<file path="src/source/tm1637_pkg.sv">
// TM1637 sequencer definitions
package tm1637_pkg;

    // Step word geometry.
    localparam int step_word_width = 48;         // One program step.
    localparam int step_addr_width = 4;          // Up to 16 steps.

    // Field positions inside a step word.
    localparam int backward_bit = 47;            // Jump goes down when set.
    localparam int jump_msb     = 46;
    localparam int jump_lsb     = 44;
    localparam int jump_width   = jump_msb - jump_lsb + 1;
    localparam int halt_bit     = 43;            // Was a display power bit.
    localparam int start_msb    = 39;            // Start time, cycles from reset.
    localparam int start_lsb    = 16;
    localparam int start_width  = start_msb - start_lsb + 1;
    localparam int data_msb     = 15;            // Byte to send.
    localparam int data_lsb     = 8;
    localparam int marker_bit   = 7;             // Repeat marker.
    localparam int write_bit    = 2;             // Start a transfer.
    localparam int wait_bit     = 0;             // Hold until done.

    // Counter widths.
    localparam int time_width   = 28;            // Elapsed time.
    localparam int repeat_width = 15;            // Low marker bits plus data byte.

    // Word that stops the sequencer; also fills unused addresses.
    localparam logic [step_word_width-1:0] halt_word = 48'h0800_0000_0000;

    // Serial transfer.
    localparam int byte_width      = 8;
    localparam int bit_half_cycles = 4;          // Clock low, then clock high, per bit.
    localparam int half_width      = $clog2(bit_half_cycles);
    localparam int bit_cnt_width   = $clog2(byte_width);

    // Normalised switch codes for the LED views.
    localparam logic [3:0] led_view_step = 4'd0; // Current step index.
    localparam logic [3:0] led_view_pins = 4'd3; // Clock and data pins.
    localparam logic [3:0] led_view_wait = 4'd4; // Sequencer wait flags.

endpackage
</file>
<file path="src/source/tm1637_top.sv">
// TM1637 sequencer top
`timescale 1ns/100ps

module tm1637_top import tm1637_pkg::*; (
    input  logic       temp_clk_led,
    input  logic       rst_n,      // Synchronous, active low.
    input  logic [3:0] switches,   // Active low debug select.
    output logic       tm_clk,     // To the display CLK pin.
    output logic       tm_dio,     // To the display DIO pin.
    output logic [3:0] led         // Active low debug LEDs.
);

    logic [step_addr_width-1:0] step_id;
    logic [step_word_width-1:0] step_word;
    logic                       tx_start;
    logic [byte_width-1:0]      tx_byte;
    logic                       tx_done;
    logic                       waiting_time;
    logic                       waiting_done;

    // Program store.
    step_rom rom0 (
        .step_id   (step_id),
        .step_word (step_word)
    );

    step_sequencer seq0 (
        .temp_clk_led (temp_clk_led),
        .rst_n        (rst_n),
        .step_word    (step_word),
        .tx_done      (tx_done),
        .step_id      (step_id),
        .tx_start     (tx_start),
        .tx_byte      (tx_byte),
        .waiting_time (waiting_time),
        .waiting_done (waiting_done)
    );

    // Serial pins.
    tm1637_tx tx0 (
        .temp_clk_led (temp_clk_led),
        .rst_n        (rst_n),
        .tx_start     (tx_start),
        .tx_byte      (tx_byte),
        .tm_clk       (tm_clk),
        .tm_dio       (tm_dio),
        .tx_done      (tx_done)
    );

    debug_leds leds0 (
        .temp_clk_led (temp_clk_led),
        .rst_n        (rst_n),
        .switches     (switches),
        .step_id      (step_id),
        .tm_clk       (tm_clk),
        .tm_dio       (tm_dio),
        .waiting_time (waiting_time),
        .waiting_done (waiting_done),
        .led          (led)
    );

endmodule

</file>
<file path="src/source/debug_leds.sv">
// Debug LED view
`timescale 1ns/100ps

module debug_leds import tm1637_pkg::*; (
    input  logic                       temp_clk_led,
    input  logic                       rst_n,
    input  logic [3:0]                 switches,     // Active low, SW4 on bit 0.
    input  logic [step_addr_width-1:0] step_id,
    input  logic                       tm_clk,
    input  logic                       tm_dio,
    input  logic                       waiting_time,
    input  logic                       waiting_done,
    output logic [3:0]                 led           // Active low.
);

    logic [3:0] norm_sw;  // Up = 1, SW4 is the MSB.
    logic [3:0] view;     // 1 = LED on.

    assign norm_sw = {~switches[0], ~switches[1], ~switches[2], ~switches[3]};

    always_comb begin
        case (norm_sw)
            led_view_step: view = step_id;
            // Clock pair ends up on led[3:2] after the flip.
            led_view_pins: view = {~tm_dio, tm_dio, ~tm_clk, tm_clk};
            led_view_wait: view = {waiting_time, waiting_done, 2'b11};
            default: begin
                view = norm_sw;                // Echo the switches.
            end
        endcase
    end

    // Invert for the active-low LEDs and reverse for the board order.
    always_ff @(posedge temp_clk_led) begin
        if (!rst_n)
            led <= 4'b1111;                    // All off.
        else
            led <= {~view[0], ~view[1], ~view[2], ~view[3]};
    end

endmodule

</file>
<file path="src/source/tm1637_tx.sv">
// TM1637 byte sender
`timescale 1ns/100ps

module tm1637_tx import tm1637_pkg::*; (
    input  logic                  temp_clk_led,
    input  logic                  rst_n,
    input  logic                  tx_start,  // Only arrives while idle.
    input  logic [byte_width-1:0] tx_byte,   // Sampled with tx_start.
    output logic                  tm_clk,    // Idle high.
    output logic                  tm_dio,    // Changes while tm_clk is low.
    output logic                  tx_done    // One cycle after the last bit.
);

    logic                     busy_q;   // Transfer in progress.
    logic [half_width-1:0]    half_q;   // Cycle within the current half.
    logic [bit_cnt_width-1:0] bit_q;    // Bit being sent, LSB first.
    logic [byte_width-1:0]    shift_q;  // Bit 0 is on the pin.

    logic load;      // Accept a new byte.
    logic half_end;  // Last cycle of a half period.
    logic last_bit;  // Bit 7 on the pin.
    logic next_bit;  // Move on to the following bit.

    assign load     = tx_start && !busy_q;
    assign half_end = half_q == half_width'(bit_half_cycles - 1);
    assign last_bit = bit_q == bit_cnt_width'(byte_width - 1);
    assign next_bit = busy_q && half_end && tm_clk && !last_bit;

    // Pins and counters. tm_clk doubles as the half-period phase.
    always_ff @(posedge temp_clk_led) begin
        if (!rst_n) begin
            busy_q  <= 1'b0;
            half_q  <= '0;
            bit_q   <= '0;
            tm_clk  <= 1'b1;
            tm_dio  <= 1'b1;
            tx_done <= 1'b0;
        end else begin
            tx_done <= 1'b0;
            if (load) begin
                busy_q <= 1'b1;
                half_q <= '0;
                bit_q  <= '0;
                tm_clk <= 1'b0;              // First low half.
                tm_dio <= tx_byte[0];
            end else if (busy_q) begin
                if (!half_end) begin
                    half_q <= half_q + 1'b1;
                end else begin
                    half_q <= '0;
                    if (!tm_clk) begin
                        tm_clk <= 1'b1;      // Device samples on this edge.
                    end else if (last_bit) begin
                        busy_q  <= 1'b0;
                        tm_dio  <= 1'b1;     // Release data, clock already high.
                        tx_done <= 1'b1;
                    end else begin
                        tm_clk <= 1'b0;
                        tm_dio <= shift_q[1]; // Next bit with the falling edge.
                        bit_q  <= bit_q + 1'b1;
                    end
                end
            end
        end
    end

    // Data shifter.
    always_ff @(posedge temp_clk_led) begin
        if (load)
            shift_q <= tx_byte;
        else if (next_bit)
            shift_q <= shift_q >> 1;
    end

endmodule

</file>
<file path="src/source/step_sequencer.sv">
// Step sequencer FSM
`timescale 1ns/100ps

module step_sequencer import tm1637_pkg::*; (
    input  logic                       temp_clk_led,
    input  logic                       rst_n,
    input  logic [step_word_width-1:0] step_word,    // From the ROM.
    input  logic                       tx_done,      // Pulse from the sender.
    output logic [step_addr_width-1:0] step_id,      // Address into the ROM.
    output logic                       tx_start,     // One-cycle start pulse.
    output logic [byte_width-1:0]      tx_byte,      // Held for the whole transfer.
    output logic                       waiting_time, // Start time not reached.
    output logic                       waiting_done  // Blocked on tx_done.
);

    // Decoded step fields.
    logic                    step_backward;
    logic [jump_width-1:0]   step_jump;
    logic                    step_halt;
    logic [start_width-1:0]  step_start;
    logic [byte_width-1:0]   step_data;
    logic                    step_marker;
    logic [repeat_width-1:0] step_count;
    logic                    step_write;
    logic                    step_wait;

    // Control state.
    logic                    exec_q;     // 0 = setup, 1 = execute.
    logic [time_width-1:0]   elapsed_q;  // Cycles since reset, in step time.
    logic [time_width-1:0]   saved_q;    // Elapsed time at the repeat marker.
    logic [repeat_width-1:0] repeat_q;   // Loops still to run.
    logic                    wait_q;     // Wait flag latched in setup.
    logic                    marker_q;   // Current step is a marker.

    logic time_wait;  // Step start time still ahead.
    logic setup_go;   // Setup phase acts this cycle.
    logic launch;     // Setup phase starts a transfer.

    assign step_backward = step_word[backward_bit];
    assign step_jump     = step_word[jump_msb:jump_lsb];
    assign step_halt     = step_word[halt_bit];
    assign step_start    = step_word[start_msb:start_lsb];
    assign step_data     = step_word[data_msb:data_lsb];
    assign step_marker   = step_word[marker_bit];
    assign step_count    = {step_word[marker_bit-1:0], step_data}; // 15-bit count.
    assign step_write    = step_word[write_bit] && !step_marker;
    assign step_wait     = step_word[wait_bit] && !step_marker;

    assign time_wait = elapsed_q < time_width'(step_start);
    assign setup_go  = !exec_q && !time_wait && !step_halt; // A halt step never leaves setup.
    assign launch    = setup_go && step_write;

    always_ff @(posedge temp_clk_led) begin
        if (!rst_n) begin
            step_id      <= '0;
            exec_q       <= 1'b0;
            elapsed_q    <= '0;
            saved_q      <= '0;
            repeat_q     <= '0;
            wait_q       <= 1'b0;
            marker_q     <= 1'b0;
            tx_start     <= 1'b0;
            waiting_time <= 1'b0;
            waiting_done <= 1'b0;
        end else begin
            tx_start <= 1'b0;                      // Pulse, one cycle only.
            if (time_wait) begin
                waiting_time <= 1'b1;
                elapsed_q    <= elapsed_q + 1'b1;  // Count up to the start time.
            end else begin
                waiting_time <= 1'b0;
                if (setup_go) begin
                    // Setup phase.
                    if (step_marker) begin
                        repeat_q <= step_count;
                        saved_q  <= elapsed_q + 1'b1; // Time to restore on each loop.
                    end
                    // No done pulse follows a step without a transfer.
                    wait_q   <= step_wait && step_write;
                    marker_q <= step_marker;
                    tx_start <= launch;
                    exec_q   <= 1'b1;
                end else if (exec_q) begin
                    // Execute phase.
                    if (wait_q && !tx_done) begin
                        waiting_done <= 1'b1;      // Transfer still running.
                    end else begin
                        waiting_done <= 1'b0;
                        exec_q       <= 1'b0;
                        if ((repeat_q != '0) && !marker_q) begin
                            repeat_q  <= repeat_q - 1'b1;
                            elapsed_q <= saved_q;
                            if (step_backward)
                                step_id <= step_id - step_addr_width'(step_jump);
                            else
                                step_id <= step_id + step_addr_width'(step_jump);
                        end else begin
                            step_id   <= step_id + 1'b1; // Next step in order.
                            elapsed_q <= elapsed_q + 1'b1;
                        end
                    end
                end
            end
        end
    end

    // Payload byte, captured with the start pulse.
    always_ff @(posedge temp_clk_led) begin
        if (launch)
            tx_byte <= step_data;
    end

endmodule

</file>
<file path="src/source/step_rom.sv">
// Display program ROM
`timescale 1ns/100ps

module step_rom import tm1637_pkg::*; (
    input  logic [step_addr_width-1:0] step_id,   // Step being fetched.
    output logic [step_word_width-1:0] step_word  // Encoded step, same cycle.
);

    // Word layout, high to low:
    //   [47] backward, [46:44] jump offset, [43] halt,
    //   [39:16] start time, [15:8] data byte,
    //   [7] repeat marker, [2] write, [0] wait.
    // A marker word reuses [6:0] as the top of its repeat count,
    // so its write and wait bits are zero by construction.

    always_comb begin
        case (step_id)
            // Data command, auto address increment.
            // Sent once the elapsed time reaches 20 cycles.
            4'd0: step_word = 48'h0000_0014_4005;

            // Repeat marker with a count of 2.
            // The following write is sent three times.
            4'd1: step_word = 48'h0000_0000_0280;

            // Address command for digit 0.
            // Backward offset 0, so the loop stays on this step.
            4'd2: step_word = 48'h8000_0000_C005;

            // Display control, on at full brightness.
            4'd3: step_word = 48'h0000_0000_8F05;

            // End of program.
            4'd4: step_word = halt_word;

            // Anything past the program halts as well.
            default: begin
                step_word = halt_word;
            end
        endcase
    end

endmodule

</file>
<file path="config.mk">
export PLATFORM = sky130hd
export DESIGN_NAME = tm1637_top
export DESIGN_NICKNAME = d
export VERILOG_FILES = /design/src/source/tm1637_pkg.sv /design/src/source/tm1637_top.sv /design/src/source/debug_leds.sv /design/src/source/tm1637_tx.sv /design/src/source/step_sequencer.sv /design/src/source/step_rom.sv
export SDC_FILE = /design/constraint.sdc
export NUM_CORES = 1
export LEC_CHECK = 0
export BUFFER_PORTS_ARGS = -buffer_cell sky130_fd_sc_hd__buf_2
export CORE_MARGIN = 4
export CORE_UTILIZATION = 40
export DETAILED_ROUTE_END_ITERATION = 8
export PLACE_DENSITY = 0.65
export SLEW_MARGIN = 20
export SYNTH_ARGS = -nofsm -noshare
export SYNTH_HDL_FRONTEND = slang
export SYNTH_SLANG_ARGS = --single-unit
</file>
<file path="constraint.sdc">
create_clock -name temp_clk_led -period 6.9 [get_ports temp_clk_led]
set_input_delay 0.69 -clock temp_clk_led [delete_from_list [all_inputs] [get_ports temp_clk_led]]
set_output_delay 0.69 -clock temp_clk_led [all_outputs]
set_load 0.01 [all_outputs]
</file>
==> results.ini, run 1 <==
[synth]
syn_area_mm2=0.00529
netlist.area_leader.share_pct=35.6
async_flop_share_pct=0
ys_top_cells_by_area=dfxtp_1 (36%), nand2_1 (6.5%), edfxtp_1 (6.2%)
synthCells=627
synth_edf_count=11
synth_flop_cell=dfxtp_1
synth.avg_cell_area_um2=8.44
yosysWarnings=0
synth_area_leader_cell=dfxtp_1
syn-num-nets=643
synth.distinct_cells=61
yosysSeqAreaShare_pct=41.8
ys_ff_latch=105

[floorplanning]
fp.dieH_um=123
rows=41
ios=12
start_util_pct=41.4
die_area_mm2=0.0151
fp.dieW_um=123
coreArea_mm2=0.0128

[pwr]
switchingPower_uw=268
leakage_uw=0.00206
power_per_cell_area_mw_per_mm2=214
p_total_uw=1220
swShare_pct=22.0
vdd_drop_max_mv=0.122
p_int_uw=951
power_frac_clock_pct=46.1
seqPwrFrac_pct=51.1
combPwrFrac_pct=2.8

[final_layout]
drive_gt1_share_pct=7.82
final_common_cell=dfxtp_1
layout.nets=625
final_cell_mix=dfxtp_1 (94), nand2_1 (91), nor2_1 (38)
syn_to_final_growth_pct=7.66
num_antenna_cells=0
fin_util_pct=44.6

[cts]
clock_path_buffers=2
tritoncts=done
clk_transition_reported_paths_ns=0.07
root_buffer=clkbuf_16
worst_skew_pair.late_latency_ns=0.35
clock_sinks=105
h-tree-depth=3
numCtsBuffers=9
post-cts-setup-buffer-count=0
cts_hold_buf=0
cts_resized=0

[run_status]
status=finished clean

[setup_path]
crit_type=flip-flop to flip-flop
start_kind=flip-flop
cp_top_family=simple AND/OR/NAND/NOR gates
crit_arrival_ns=3.55
critPathLaunch=seq0.repeat_q[0]$_SDFFE_PN0P_
rr_worst_depth=8
worstPathRequired_ns=7.16
cp_cell_sequence=inv_1, ha_1, or3b_1, and4bb_2, a21oi_2, nand2_2, and2_1, o31ai_1
endpoint=seq0.elapsed_q[21]$_SDFFE_PN0P_
end_kind=flip-flop
regToRegStartpoint=seq0.repeat_q[0]$_SDFFE_PN0P_
critPathMaxStageDelay_ns=0.77
cp_num_buf_inv=1
rrSetupSlack_ns=3.61
crit_cells=8
r2r_end=seq0.elapsed_q[21]$_SDFFE_PN0P_
critPathMaxFanout=33
critPathSlowestCell=a21oi_2

[route]
route.detailed.drc=0
antenna_left=0
via_count=4537
detail_route.first_pass.iterations=5
drt-total-wl_mm=12.5
wl_per_cell_um=15.9
vias_per_cell=5.77
drtIter0Drc=409

[sta]
period_minus_slack_ns=3.29
timing.fmax_mhz=304
finalCritPeriodShare_pct=47.7
hold_viol_final=0
finalSetupViolCount=0
maxSlewHeadroom_pct=32.5
rsz0062_at_grt=false
finClkSkew_ns=0.00608
fin_setup_tns_ns=0
worst_pin_slew_ns=1.01
finalMaxSlewViolations=0

[global_routing]
antenna_found_initial=0
globalRouteOverflowTotal=0
grt_pass1_wl_mm=20.7
grt_max_degree=52
met3_usage_pct=3.34
grt_pass1_vias=4242
top_usage_layer=met2
grt_use_met2_pct=28.5
grt_usage_pct=16.8
grt_use_met1_pct=21.6

[placement]
gp_congestion=0.865
io_buffer_count=11
hpwlAfterDp_mm=8.15

[run]
drv_cap=0

[min_path]
min_path_type=flip-flop to flip-flop

worst reg2reg max path, stage by stage, from the launching register on:
cell,delay [ns]
dfxtp_1,0.35
inv_1,0.08
ha_1,0.22
or3b_1,0.23
and4bb_2,0.29
a21oi_2,0.77
nand2_2,0.67
and2_1,0.36
o31ai_1,0.23
cells by family (layout without fill, tap and decap cells):
family,after synthesis,count (layout),synth area share (%)
flops,105,105,41.8
buf+inv,53,40,4.87
fa+ha+maj,10,10,2.36
mux,16,16,3.10
xor+xnor,33,33,5.46
simple gates,263,263,24.9
compound gates,147,147,17.5
registers in the layout, summed over array words and instances, names as in the netlist, 2 cells and up:
register        flops
seq0.elapsed_q     28
seq0.saved_q       28
seq0.repeat_q      15
tx0.shift_q         7
leds0.led           4
seq0.step_id        4
seq0.tx_byte        4
tx0.bit_q           3
tx0.half_q          2
synthesized netlist by cell type, types with 8 or more instances:
cell	number
nor3_1	10
edfxtp_1	11
nand3_1	37
nor4_1	12
and3_1	8
o21ai_0	37
and2_1	14
inv_1	11
clkbuf_1	23
mux2i_1	13
xor2_1	19
a31oi_1	8
nand2_1	92
nor2_1	39
ha_1	10
xnor2_1	14
o22ai_1	18
nand4_1	8
a21oi_1	34
dfxtp_1	94
buf_2	9
cell type report:
cell class	instances	area [um2]
timing repair buffer	13	70.1
inverter	11	41.3
tap	172	215
clock inverter	7	101
sequential	105	2210
fill	1232	7080
clock buffer	9	225
multi-input combinational	469	2830
metal layers:
metal / share of wire, % / vias to the layer above / wire length [um]
met5: 0 / - / 0
met4: 0.95 / 0 / 119
met3: 4.6 / 10 / 576
met2: 48 / 116 / 5980
met1: 47 / 2203 / 5820
li1: - / 2208 / -
power groups by stage:
stage / combinational, uW / sequential [uW] / clock [uW]
2_1_floorplan: 21.7 / 637 / 0
3_5_place_dp: 33.9 / 637 / 0
3_3_place_gp: 33.9 / 637 / 0
6_report: 33.9 / 623 / 562
4_1_cts: 34.0 / 623 / 569
5_1_grt: 37.7 / 624 / 592
through the flow:
step | cell area [um2] | std cells | hold WS (ns) | setup slack, ns
floorplan | 5290 | 627 | 0.415 | 4.37
global placement | 5360 | 770 | 0.425 | 3.42
detailed placement | 5370 | 770 | 0.440 | 3.68
CTS | 5700 | 786 | 0.456 | 3.64
global route | 5700 | 786 | 0.471 | 3.33
finish | 5700 | 786 | 0.452 | 3.61
worst min-delay path by stage:
stage | start | cells after the start | slack (ns) | end
floorplan | seq0.saved_q[6]$_SDFFE_PN0P_ | 2 | 0.41 | seq0.saved_q[6]$_SDFFE_PN0P_
global placement | seq0.saved_q[6]$_SDFFE_PN0P_ | 2 | 0.42 | seq0.saved_q[6]$_SDFFE_PN0P_
detailed placement | seq0.saved_q[20]$_SDFFE_PN0P_ | 2 | 0.44 | seq0.saved_q[20]$_SDFFE_PN0P_
CTS | seq0.saved_q[25]$_SDFFE_PN0P_ | 2 | 0.46 | seq0.saved_q[25]$_SDFFE_PN0P_
global route | seq0.saved_q[23]$_SDFFE_PN0P_ | 2 | 0.47 | seq0.saved_q[23]$_SDFFE_PN0P_
finish | seq0.saved_q[5]$_SDFFE_PN0P_ | 2 | 0.45 | seq0.saved_q[5]$_SDFFE_PN0P_
No activity file was read; power rests on OpenSTA's default activity.
==> run 2, diff against run 1 <==
--- a/config.mk
+++ b/config.mk
@@ -5,6 +5,7 @@
 export SDC_FILE = /design/constraint.sdc
 export NUM_CORES = 1
 export LEC_CHECK = 0
+export ABC_AREA = 1
 export BUFFER_PORTS_ARGS = -buffer_cell sky130_fd_sc_hd__buf_2
 export CORE_MARGIN = 4
 export CORE_UTILIZATION = 40
==> constraint.sdc (replaced) <==
create_clock -name temp_clk_led -period 3.4 [get_ports temp_clk_led]
set_input_delay 0.34 -clock temp_clk_led [delete_from_list [all_inputs] [get_ports temp_clk_led]]
set_output_delay 0.34 -clock temp_clk_led [all_outputs]
set_load 0.01 [all_outputs]
==> run 2 against run 1 <==
  * Combinational power grew to 79 times the previous value
  * Synthesized cell count grew 34%
  * First-iteration DRC count shrank 5.9%
  * Global-route usage is essentially flat
  * Non-clock buffer count grew 7
  * Design area grew 8.6%
  * Maximum frequency grew 9.2%
  * Critical endpoint is now seq0.repeat_q[10]$_SDFFE_PN0P_
==> results.ini, run 2 <==
[sta]
rsz0062_at_grt=false
period_minus_slack_ns=3.01
timing.fmax_mhz=332
finalMaxSlewViolations=0
hold_viol_final=0
worst_pin_slew_ns=0.978
finalCritPeriodShare_pct=88.6
setup_slack_ns=0.388
finalSetupViolCount=0
finClkSkew_ns=0.00837
maxSlewHeadroom_pct=34.6
fin_setup_tns_ns=0

[final_layout]
nFillCells=1458
drive_gt1_share_pct=5.69
layout.nets=855
regArea_mm2=0.00221
stdcell_area_mm2=0.00619
final_cell_mix=nand2_1 (192), nor2_1 (128), inv_1 (95)
syn_to_final_growth_pct=9.60
num_antenna_cells=0
multi_input_area_mm2=0.00291
final_common_cell=nand2_1
top_regs=seq0.elapsed_q (28), seq0.saved_q (28), seq0.repeat_q (15)

[synth]
synth_most_common_cell=nand2_1
syn_area_mm2=0.00565
ys_ff_latch=105
synth_flop_cell=dfxtp_1
synthCells=839
netlist.area_leader.share_pct=33.3
syn-num-nets=855
ys_top_cells_by_area=dfxtp_1 (33%), nand2_1 (13%), nor2_1 (8.5%)
synth_edf_count=11
synth.distinct_cells=33
synth_common_cells=nand2_1 (192), nor2_1 (128), inv_1 (95)
yosysSeqAreaShare_pct=39.2
yosysWarnings=0
async_flop_share_pct=0
synth_area_leader_cell=dfxtp_1
synth.avg_cell_area_um2=6.73

[global_routing]
grt_max_degree=54
grt_pass1_wl_mm=22.5
antenna_found_initial=0
grt_pass1_vias=4639
globalRouteOverflowTotal=0
grt_usage_pct=16.8

[setup_path]
critPathMaxStageDelay_ns=0.46
regToRegStartpoint=seq0.step_id[0]$_SDFFE_PN0P_
critPathMaxFanout=25
r2r_end=seq0.repeat_q[10]$_SDFFE_PN0P_
rr_worst_depth=14
start_kind=flip-flop
end_kind=flip-flop
worstPathRequired_ns=3.65
critPathSlowestCell=nand2_1
rrSetupSlack_ns=0.39
crit_arrival_ns=3.26
cp_cell_sequence=inv_1, ha_1, nand2_1, ha_1, inv_1, nor2_1, nand2_1, nand4_4, buf_4, nand3_2, nand2_1, inv_1, nor2_1, nor2_1
crit_type=flip-flop to flip-flop

[cts]
h-tree-depth=3
cts_hold_buf=0
root_buffer=clkbuf_16
clock_sinks=105
tritoncts=done
cts_resized=0
worst_skew_pair.late_latency_ns=0.35
clock_path_buffers=2
clk_transition_reported_paths_ns=0.07
numCtsBuffers=9
post-cts-setup-buffer-count=0

[floorplanning]
rows=43
start_util_pct=40.8
fp.dieH_um=127
die_area_mm2=0.0161
coreArea_mm2=0.0138
fp.dieW_um=127
ios=12

[placement]
gp_congestion=0.876
pre_cts_ws_ns=0.425
hpwlAfterDp_mm=9.12
place_area_mm2=0.00584
io_buffer_count=11

[route]
antenna_left=0
detail_route.first_pass.iterations=7
wl_per_cell_um=12.9
drt-total-wl_mm=13.2
route.detailed.drc=0
drtIter0Drc=385
via_count=5112
vias_per_cell=4.99

[pwr]
power_per_cell_area_mw_per_mm2=928
vdd_drop_max_mv=0.558
leakage_uw=0.00257
p_total_uw=5740

[min_path]
holdPathEnd=leds0.led[3]$_SDFF_PN1_
min_from=switches[3]
min_path_type=primary input to flip-flop
holdPathStages=3

[run_status]
status=finished clean

[run]
drv_cap=0

run 2: cell types whose count changed after synthesis, sizes merged, moves of 16 or more:
cell	change
a21oi	+17
nand2	+98
o21ai	+36
nand3	+31
clkbuf	-16
inv	+85
nor2	+92
run 2: how the worst max path moves through the flow:
stage | startpoint | endpoint | slack [ns] | cells after the start
floorplan | seq0.step_id[0]$_SDFFE_PN0P_ | seq0.tx_byte[1]$_DFFE_PP_ | 1.29 | 11
global placement | seq0.step_id[0]$_SDFFE_PN0P_ | seq0.repeat_q[7]$_SDFFE_PN0P_ | 0.51 | 14
detailed placement | seq0.step_id[0]$_SDFFE_PN0P_ | seq0.repeat_q[10]$_SDFFE_PN0P_ | 0.42 | 14
CTS | seq0.step_id[0]$_SDFFE_PN0P_ | seq0.repeat_q[10]$_SDFFE_PN0P_ | 0.40 | 14
global route | seq0.step_id[0]$_SDFFE_PN0P_ | seq0.repeat_q[10]$_SDFFE_PN0P_ | 0.02 | 14
finish | seq0.step_id[0]$_SDFFE_PN0P_ | seq0.repeat_q[10]$_SDFFE_PN0P_ | 0.39 | 14
run 2: routing by layer:
layer  track usage (%)  routed length (um)  vias up
met5                 0                   0        -
met4              5.55                 188        0
met3              2.40                 399       12
met2              25.9                5760       70
met1              24.2                6820     2320
li1                  -                   -     2710
run 2: layout make-up:
class                           count  share of cell area (%)
Clock inverter                      6                    1.82
Timing Repair Buffer               20                    1.98
Sequential cell                   105                    35.8
Inverter                           97                    5.88
Multi-Input combinational cell    606                    47.1
Clock buffer                       10                    3.86
Tap cell                          180                    3.64
run 2: stage by stage:
stage / util, % / cells / hold WS, ns
finish: 44.7 / 1024 / 0.221
detailed placement: 42.2 / 1008 / 0.453
floorplan: - / 839 / 0.439
CTS: 44.7 / 1024 / 0.217
global placement: 42.2 / 1008 / 0.453
global route: 44.7 / 1024 / 0.236
run 2: logic make-up (layout without fill, tap and decap cells):
logic type / Yosys count / count (layout) / share of synthesized area [%]
xor+xnor: 24 / 24 / 3.72
simple gates: 423 / 423 / 31.9
compound gates: 149 / 149 / 13.8
fa+ha+maj: 10 / 10 / 2.22
buf+inv: 128 / 133 / 9.24
flops: 105 / 105 / 39.2
run 2: power breakdown:
group	leakage (uW)	switching (uW)	total, uW	internal [uW]
Clock	0.000173	475	1220	744
Combinational	0.00153	1820	2690	878
Sequential	0.000872	258	1830	1570
Total	0.00257	2550	5740	3190
run 2: worst max-delay path, delay by kind of cell, from the launching register on:
| family | cells | cell delay, ns |
|---|---|---|
| DFF | 1 | 0.34 |
| buffers and inverters | 4 | 0.67 |
| and+or+nand+nor | 8 | 1.37 |
| adders and majority gates | 2 | 0.51 |
